`src/hw/lpif_consts.svh`:
```
/*
  Field and link widths for the LPIF link layer.
  LINK_W must equal the sum of the beat fields, and a PHY channel carries PHY_W-2 link bits.
*/
`ifndef LPIF_CONSTS_SVH
`define LPIF_CONSTS_SVH

// Beat fields
`define LPIF_STATE_W   4
`define LPIF_PROTID_W  2
`define LPIF_DATA_W    128
`define LPIF_CRC_W     16

// Flattened beat of state, protid, data, dvalid, crc, crc_valid and valid
`define LINK_W         153

// One die-to-die channel word, strobe and marker included
`define PHY_W          80

// Programmable delay and period counts
`define DELAY_W        16

`endif

```
`src/hw/lpif_pkg.sv`:
```
/*
  Types shared by the link layer. Field order in lpif_beat_t sets the link word layout,
  so changing it breaks the PHY striping on both dies.
*/
`include "lpif_consts.svh"

package lpif_pkg;

  //////////////////////////////////////////////////////////////////////
  // Field vectors

  typedef logic [`LPIF_STATE_W-1:0]  lpif_state_t;
  typedef logic [`LPIF_PROTID_W-1:0] lpif_protid_t;
  typedef logic [`LPIF_DATA_W-1:0]   lpif_data_t;
  typedef logic [`LPIF_CRC_W-1:0]    lpif_crc_t;

  // Flattened beat and one channel word
  typedef logic [`LINK_W-1:0]        link_word_t;
  typedef logic [`PHY_W-1:0]         phy_word_t;

  // Cycle counts for the online delays and the strobe period
  typedef logic [`DELAY_W-1:0]       delay_t;

  //////////////////////////////////////////////////////////////////////
  // LPIF beat, MSB first
  // A plain cast to link_word_t flattens it
  typedef struct packed {
    lpif_state_t  state;
    lpif_protid_t protid;
    lpif_data_t   data;
    logic         dvalid;
    lpif_crc_t    crc;
    logic         crc_valid;
    logic         valid;
  } lpif_beat_t;

  // Online delay counter states
  typedef enum logic [1:0] {
    SYNC_IDLE     = 2'd0,
    SYNC_COUNTING = 2'd1,
    SYNC_ONLINE   = 2'd2
  } sync_state_e;

endpackage

```
`src/hw/ll_auto_sync.sv`:
```
/*
  Delays tx/rx online by programmable edge counts and makes the strobe and marker user bits.
  A delay_z_value of zero turns the strobe off. Delays are sampled live, keep them static.
*/
`timescale 1ns/1ps

module ll_auto_sync import lpif_pkg::*; (
  input  logic   clk_wr,
  input  logic   arst_n,

  // Online requests
  input  logic   tx_online,
  input  logic   rx_online,

  // User bit enables
  input  logic   tx_mrk_userbit,
  input  logic   tx_stb_userbit,

  // Configuration
  input  delay_t delay_x_value,
  input  delay_t delay_y_value,
  input  delay_t delay_z_value,

  output logic   tx_online_delay,
  output logic   rx_online_delay,
  output logic   auto_stb,
  output logic   auto_mrk
);

  //////////////////////////////////////////////////////////////////////
  // Online delay counters

  // Lane 0 is transmit, lane 1 is receive
  logic [1:0] online_in;
  logic [1:0] online_dly;
  delay_t     online_cnt_max [2];

  delay_t     stb_cnt;
  logic       stb_q;

  assign online_in         = {rx_online, tx_online};
  assign online_cnt_max[0] = delay_y_value;
  assign online_cnt_max[1] = delay_x_value;

  for (genvar i = 0; i < 2; i++) begin : g_online
    sync_state_e st;
    // Edges seen since the first high sample
    delay_t      cnt;

    always_ff @(posedge clk_wr or negedge arst_n) begin
      if (!arst_n) begin
        st  <= SYNC_IDLE;
        cnt <= '0;
      end else if (!online_in[i]) begin
        // Low sample drops straight back
        st  <= SYNC_IDLE;
        cnt <= '0;
      end else begin
        case (st)
          SYNC_IDLE: begin
            // Zero delay goes online on the first high edge
            if (online_cnt_max[i] == '0) begin
              st <= SYNC_ONLINE;
            end else begin
              st  <= SYNC_COUNTING;
              cnt <= delay_t'(1);
            end
          end
          SYNC_COUNTING: begin
            if (cnt >= online_cnt_max[i]) begin
              st <= SYNC_ONLINE;
            end else begin
              cnt <= cnt + delay_t'(1);
            end
          end
          SYNC_ONLINE: st <= SYNC_ONLINE;
          default:     st <= SYNC_IDLE;
        endcase
      end
    end

    assign online_dly[i] = (st == SYNC_ONLINE);
  end

  assign tx_online_delay = online_dly[0];
  assign rx_online_delay = online_dly[1];

  //////////////////////////////////////////////////////////////////////
  // Persistent strobe

  // Period counter restarts whenever tx goes offline
  // Pulse lands on the first high edge, then every delay_z_value edges
  always_ff @(posedge clk_wr or negedge arst_n) begin
    if (!arst_n) begin
      stb_cnt <= '0;
      stb_q   <= 1'b0;
    end else if (!tx_online) begin
      stb_cnt <= '0;
      stb_q   <= 1'b0;
    end else begin
      stb_q <= tx_stb_userbit && (delay_z_value != '0) && (stb_cnt == '0);
      // Wrap at period - 1
      if (stb_cnt >= delay_z_value - delay_t'(1)) begin
        stb_cnt <= '0;
      end else begin
        stb_cnt <= stb_cnt + delay_t'(1);
      end
    end
  end

  assign auto_stb = stb_q;

  // Marker only once tx is online
  assign auto_mrk = tx_mrk_userbit & tx_online_delay;

endmodule

```
`src/hw/lpif_link_packer.sv`:
```
/*
  Registers ustrm into the link word and the received link word into dstrm in one cycle each.
  dstrm valid flags are forced low while rx is not online; payload fields are not gated.
*/
`timescale 1ns/1ps

module lpif_link_packer import lpif_pkg::*; (
  input  logic       clk_wr,
  input  logic       arst_n,

  // From the sync block
  input  logic       rx_online_delay,

  // Upstream beat and received link word
  input  lpif_beat_t ustrm,
  input  link_word_t rx_link,

  output link_word_t tx_link,
  output lpif_beat_t dstrm
);

  //////////////////////////////////////////////////////////////////////
  // Transmit

  // Flatten by cast so field order follows the struct
  always_ff @(posedge clk_wr) begin
    tx_link <= link_word_t'(ustrm);
  end

  //////////////////////////////////////////////////////////////////////
  // Receive

  lpif_beat_t rx_beat;

  assign rx_beat = lpif_beat_t'(rx_link);

  // Flags gated so misaligned PHY content never looks valid
  always_ff @(posedge clk_wr or negedge arst_n) begin
    if (!arst_n) begin
      dstrm <= '0;
    end else begin
      dstrm <= rx_beat;
      if (!rx_online_delay) begin
        dstrm.valid     <= 1'b0;
        dstrm.dvalid    <= 1'b0;
        dstrm.crc_valid <= 1'b0;
      end
    end
  end

endmodule

```
`src/hw/lpif_phy_concat.sv`:
```
/*
  Full rate only. The link word is striped over two channels every cycle, no gen1 mode.
  tx_phy is all zero until tx_online_delay is high. rx side trusts word alignment.
*/
`timescale 1ns/1ps
`include "lpif_consts.svh"

module lpif_phy_concat import lpif_pkg::*; (
  input  logic       clk_wr,
  input  logic       arst_n,

  // From the sync block
  input  logic       tx_online_delay,
  input  logic       auto_stb,
  input  logic       auto_mrk,

  // Link side
  input  link_word_t tx_link,
  output link_word_t rx_link,

  // PHY side
  output phy_word_t  tx_phy0,
  output phy_word_t  tx_phy1,
  input  phy_word_t  rx_phy0,
  input  phy_word_t  rx_phy1
);

  //////////////////////////////////////////////////////////////////////
  // Channel layout

  // Link bits per channel with the strobe in the middle and the marker on top
  localparam int CH_BITS = `PHY_W - 2;
  localparam int HALF    = CH_BITS / 2;
  localparam int PAD_W   = 2 * CH_BITS;

  // Insert strobe at bit HALF and marker at the MSB
  function automatic phy_word_t stripe(
    input logic [CH_BITS-1:0] bits,
    input logic               stb,
    input logic               mrk
  );
    stripe = {mrk, bits[CH_BITS-1:HALF], stb, bits[HALF-1:0]};
  endfunction

  // Drop strobe and marker, keep the link bits
  function automatic logic [CH_BITS-1:0] gather(input phy_word_t word);
    gather = {word[`PHY_W-2:HALF+1], word[HALF-1:0]};
  endfunction

  //////////////////////////////////////////////////////////////////////
  // Transmit

  logic [PAD_W-1:0] tx_pad;
  logic [PAD_W-1:0] rx_pad;

  // Spare bits on top of channel 1 go out as zero
  assign tx_pad = {{(PAD_W - `LINK_W){1'b0}}, tx_link};

  always_ff @(posedge clk_wr or negedge arst_n) begin
    if (!arst_n) begin
      tx_phy0 <= '0;
      tx_phy1 <= '0;
    end else if (!tx_online_delay) begin
      // Quiet line until online
      tx_phy0 <= '0;
      tx_phy1 <= '0;
    end else begin
      // Channel 0 takes the low link bits and channel 1 the rest
      tx_phy0 <= stripe(tx_pad[CH_BITS-1:0], auto_stb, auto_mrk);
      tx_phy1 <= stripe(tx_pad[PAD_W-1:CH_BITS], auto_stb, auto_mrk);
    end
  end

  //////////////////////////////////////////////////////////////////////
  // Receive

  // Strobe, marker and the spare bits fall away here
  assign rx_pad = {gather(rx_phy1), gather(rx_phy0)};

  always_ff @(posedge clk_wr) begin
    rx_link <= rx_pad[`LINK_W-1:0];
  end

endmodule

```
`src/hw/lpif_slave_top.sv`:
```
/*
  Link layer slave, one LPIF beat per clock over two PHY channels. Single clock, clk_wr.
  No handshake or back-pressure; ustrm to dstrm is 4 cycles through an external loopback.
*/
`timescale 1ns/1ps

module lpif_slave_top import lpif_pkg::*; (
  input  logic       clk_wr,
  input  logic       arst_n,

  // Control
  input  logic       tx_online,
  input  logic       rx_online,

  // Configuration
  input  delay_t     delay_x_value,
  input  delay_t     delay_y_value,
  input  delay_t     delay_z_value,
  input  logic       tx_mrk_userbit,
  input  logic       tx_stb_userbit,

  // LPIF beats
  input  lpif_beat_t ustrm,
  output lpif_beat_t dstrm,

  // PHY interconnect
  output phy_word_t  tx_phy0,
  output phy_word_t  tx_phy1,
  input  phy_word_t  rx_phy0,
  input  phy_word_t  rx_phy1
);

  //////////////////////////////////////////////////////////////////////
  // Interconnect

  logic       tx_online_delay;
  logic       rx_online_delay;
  logic       auto_stb;
  logic       auto_mrk;
  link_word_t tx_link;
  link_word_t rx_link;

  // Online delays, strobe and marker
  ll_auto_sync u_sync (
    .clk_wr          (clk_wr),
    .arst_n          (arst_n),
    .tx_online       (tx_online),
    .rx_online       (rx_online),
    .tx_mrk_userbit  (tx_mrk_userbit),
    .tx_stb_userbit  (tx_stb_userbit),
    .delay_x_value   (delay_x_value),
    .delay_y_value   (delay_y_value),
    .delay_z_value   (delay_z_value),
    .tx_online_delay (tx_online_delay),
    .rx_online_delay (rx_online_delay),
    .auto_stb        (auto_stb),
    .auto_mrk        (auto_mrk)
  );

  // Beat to link word and back
  lpif_link_packer u_packer (
    .clk_wr          (clk_wr),
    .arst_n          (arst_n),
    .rx_online_delay (rx_online_delay),
    .ustrm           (ustrm),
    .rx_link         (rx_link),
    .tx_link         (tx_link),
    .dstrm           (dstrm)
  );

  // Link word on and off the two channels
  lpif_phy_concat u_concat (
    .clk_wr          (clk_wr),
    .arst_n          (arst_n),
    .tx_online_delay (tx_online_delay),
    .auto_stb        (auto_stb),
    .auto_mrk        (auto_mrk),
    .tx_link         (tx_link),
    .rx_link         (rx_link),
    .tx_phy0         (tx_phy0),
    .tx_phy1         (tx_phy1),
    .rx_phy0         (rx_phy0),
    .rx_phy1         (rx_phy1)
  );

endmodule

```
`config.mk`:
```
export PLATFORM = sky130hd
export DESIGN_NAME = lpif_slave_top
export DESIGN_NICKNAME = d
export VERILOG_FILES = /design/src/hw/lpif_pkg.sv /design/src/hw/ll_auto_sync.sv /design/src/hw/lpif_link_packer.sv /design/src/hw/lpif_phy_concat.sv /design/src/hw/lpif_slave_top.sv
export VERILOG_INCLUDE_DIRS = /design/src /design/src/hw
export SDC_FILE = /design/constraint.sdc
export NUM_CORES = 1
export LEC_CHECK = 0
export BUFFER_PORTS_ARGS = -buffer_cell sky130_fd_sc_hd__buf_4
export CAP_MARGIN = 10
export CELL_PAD_IN_SITES_DETAIL_PLACEMENT = 1
export CELL_PAD_IN_SITES_GLOBAL_PLACEMENT = 2
export CORE_AREA = 2 2 266 268
export DETAILED_ROUTE_END_ITERATION = 10
export DIE_AREA = 0 0 268 270
export PLACE_DENSITY_LB_ADDON = 0.1
export SYNTH_ARGS = -nofsm -noshare
export SYNTH_HDL_FRONTEND = slang
export SYNTH_HIERARCHICAL = 1
export SYNTH_SLANG_ARGS = --single-unit
```
`constraint.sdc`:
```
create_clock -name clk_wr -period 3.5 [get_ports clk_wr]
set_clock_uncertainty 0.2 [all_clocks]
set_input_delay 0.7 -clock clk_wr [delete_from_list [all_inputs] [get_ports clk_wr]]
set_output_delay 0.7 -clock clk_wr [all_outputs]
set_load 0.01 [all_outputs]
```
==> out/results.ini <==
[critical_path]
path_class = in2reg
ff2ff_path_depth = 7
cp.required_ns = 3.83
critPathLaunchType = primary input
reg2reg_slack_ns = 0.56
crit_path_max_fanout = 15
r2r_end = u_sync/g_online[0].cnt[10]
cpPeakStageDelay_ns = 0.43
crit_chain = buf_4 > inv_1 > ha_1 > nand2_1 > or2_1 > or3_1 > buf_4 > nor2_1 > xnor2_1 > ha_1 > a21o_1 > a21o_1 > a211oi_2 > o211ai_1 > buf_4 > a21oi_1
end_kind = flip-flop
r2r-start = u_sync/g_online[0].cnt[13]
crit_slowest_cell = or3_1
path_common_cell = buf_4
critPathArrivalTime_ns = 3.62

[cells_and_area]
syn_to_final_growth_pct = 61.0
nets = 2820
drive_above_1_share_pct = 34.2
fillers = 7201

[pwr]
seqPwrFrac_pct = 43.3
pwr-share-comb_pct = 16.5
irDropWorstVdd_uv = 417
switching_share_pct = 26.2
internal_power_w = 0.0147
leakagePower_nw = 15.2
p_switching_w = 0.00524
p_clk_share_pct = 40.2
cellPowerDensity_mw_per_mm2 = 633

[placed_design]
port_buffers = 669
place_ws_ns = -0.505
dp_hpwl_um = 51300
gp_congestion = 0.778

[hold_path]
hold_class = in2reg
min_path_cells = 1
min_to = u_packer/tx_link[41]
worstHoldStart = ustrm[41]

[grt]
use_met1_pct = 19.2
grt_pass1_wl_um = 102000
grtUsageMet3_pct = 6.91
grt-busiest-layer = met2
antenna_found_initial = 12
globalRouteOverflowTotal = 0
grt_pass1_vias = 16000
grt_max_degree = 74
met2_usage_pct = 35.3
grt_usage_pct = 19.1

[timing]
setup_viol = 0
final_hold_viol_count = 0
finalCritPeriodShare_pct = 94.0
whs_ns = 0.0324
rsz0062_at_grt = false
min_period_ns = 3.29
tightest_slew_ns = 0.880
slew_headroom_pct = 41.3
fmax_ghz = 0.304
finalMaxSlewViolations = 0
fin_ws_ns = 0.212

[synthesis]
yosysWarnings = 6
syn_inst = 1338
ys_seq_area_share_pct = 77.3
synthDominantCellAreaShare_pct = 46.1
synthTopCellsByArea = dfrtp_1 (46%), dfxtp_1 (31%), and2_1 (5.2%)
synth_edf_count = 0
synth-seq-cells = 667
synthDistinctLibCells = 55
ys.flop_type = dfrtp_1
syn-cell-area_mm2 = 0.0196
synthesis.area_per_instance_um2 = 14.6
yosysTopAreaCell = dfrtp_1
ys_async_sr_fraction_pct = 54.1

[floorplanning]
die_width_um = 268
die_area_mm2 = 0.0724
design.portCount = 680
die_h_um = 270
rows = 97
core_mm2 = 0.0695
start_util_pct = 28.2

[flow_run]
maxCapViolCount = 0

[outcome]
status = completed

[routing]
drc = 0
drtIter0Drc = 470
postRouteWirelength_um = 69200
routed_via_density = 4.14
drtAntennaViolNets = 0
drt_pass1_iterations = 4
dr_total_vias = 14100
routedWlPerCell_um = 20.3

[clock_network]
clock_sinks = 667
post_cts_buffers = 0
path_clk_slew_ns = 0.06
clk_path_buf_depth = 3
tritoncts.num_buffers = 77
htree_levels = 3
cts-root-buf = clkbuf_16
clkLatencyLatePin_ns = 0.61
cts_tree = done

## power groups by stage
stage	Combinational, W	Sequential [W]	Clock [W]
2_1_floorplan	0.00116	0.00894	0
3_3_place_gp	0.00302	0.00878	0
3_5_place_dp	0.00305	0.00880	0
4_1_cts	0.00337	0.00865	0.00827
5_1_grt	0.00361	0.00872	0.00859
6_report	0.00329	0.00865	0.00803
## cell usage after synthesis (14+ instances only)
cell type,n
dfxtp_1,306
nor4_1,17
buf_6,16
nand2_1,41
and2_1,162
a21oi_1,49
nand3_1,28
dfrtp_1,361
inv_1,52
nor2_1,26
ha_1,61
nand4_1,14
xnor2_1,19
o21ai_0,15
## layout by cell type, fill, tap and decap left out, types with 11 or more instances in the layout
master | synthesis | final
o211ai_1 | 11 | 11
nor2_1 | 26 | 26
nand3_1 | 28 | 28
xnor2_1 | 19 | 19
a21oi_1 | 49 | 48
dfxtp_1 | 306 | 306
clkbuf_1 | 9 | 21
nand2_1 | 41 | 41
clkbuf_8 | 0 | 13
inv_1 | 52 | 52
nor4_1 | 17 | 15
and2_1 | 162 | 162
nand4_1 | 14 | 14
dlygate4sd3_1 | 0 | 306
clkinv_2 | 0 | 13
clkbuf_16 | 0 | 77
dfrtp_1 | 361 | 361
ha_1 | 61 | 60
o21ai_0 | 15 | 15
buf_4 | 6 | 697
## kinds of logic after synthesis
logic type	share of synthesized area, %
other	0.0191
adder cells (fa/ha/maj)	3.89
AND/OR/NAND/NOR	10.5
AO/OA/AOI/OAI	4.15
multiplexers	0.409
XOR/XNOR	1.21
buffers and inverters	2.46
flip-flops	77.3
## critical path: cells and delay by family
family | cells | cell delay (ns)
AO/OA/AOI/OAI | 5 | 1.04
AND/OR/NAND/NOR | 4 | 0.84
buffers and inverters | 4 | 0.60
adder cells (fa/ha/maj) | 2 | 0.35
XOR/XNOR | 1 | 0.08
## layout make-up
| cell class | count | area [um2] | area share [%] |
|---|---|---|---|
| timing repair buffer | 1009 | 8410 | 26.7 |
| sequential | 667 | 15200 | 48.0 |
| tap | 940 | 1180 | 3.73 |
| clock inverter | 32 | 379 | 1.20 |
| antenna | 10 | 25.0 | 0.0793 |
| multi-input combinational | 585 | 4030 | 12.8 |
| inverter | 52 | 195 | 0.619 |
| clock buffer | 111 | 2180 | 6.92 |
## timing repair
item                                    in CTS  in global routing
endpoints found under the setup margin       0                 14
endpoints found under the hold margin      369                  0
resized for setup                            0                  1
hold buffers                               306                  0
## metrics by stage
stage	area, um2	cells	total power [W]	TNS, ns	util, %
after floorplan	19700	1340	0.0101	0	-
after global placement	25900	2947	0.0118	-6.42	37.2
after detailed placement	25900	2947	0.0118	-7.04	37.2
after CTS	31500	3396	0.0203	0	45.3
after global routing	31500	3402	0.0209	0	45.4
final	31600	3406	0.0200	0	45.4
## per-layer routing
layer	wire, um	vias to the layer above
met4	2630	4
met2	36700	488
met5	11	-
li1	-	6540
met3	5590	122
met1	24300	6952
## worst max path at each step
stage / start / slack [ns] / endpoint
final: delay_z_value[1] / 0.21 / u_sync/stb_cnt[9]
after global routing: delay_z_value[1] / 0.003 / u_sync/stb_cnt[2]
after CTS: delay_z_value[9] / 0.18 / u_sync/stb_cnt[1]
after detailed placement: delay_z_value[9] / -0.50 / u_sync/stb_cnt[1]
after global placement: delay_z_value[9] / -0.45 / u_sync/stb_cnt[1]
after floorplan: delay_z_value[0] / 0.01 / u_sync/stb_cnt[10]
## registers in the layout, indices dropped and copies added (netlist names)
| register | cells |
|---|---|
| u_packer/dstrm | 153 |
| u_sync/g_online.cnt | 32 |
| u_sync/g_online.st | 4 |
| u_sync/stb_cnt | 16 |
| u_concat/rx_link | 153 |
| u_concat/tx_phy1 | 76 |
| u_packer/tx_link | 153 |
| u_concat/tx_phy0 | 79 |
| u_sync/auto_stb | 1 |
No activity file was read; power rests on OpenSTA's default activity.
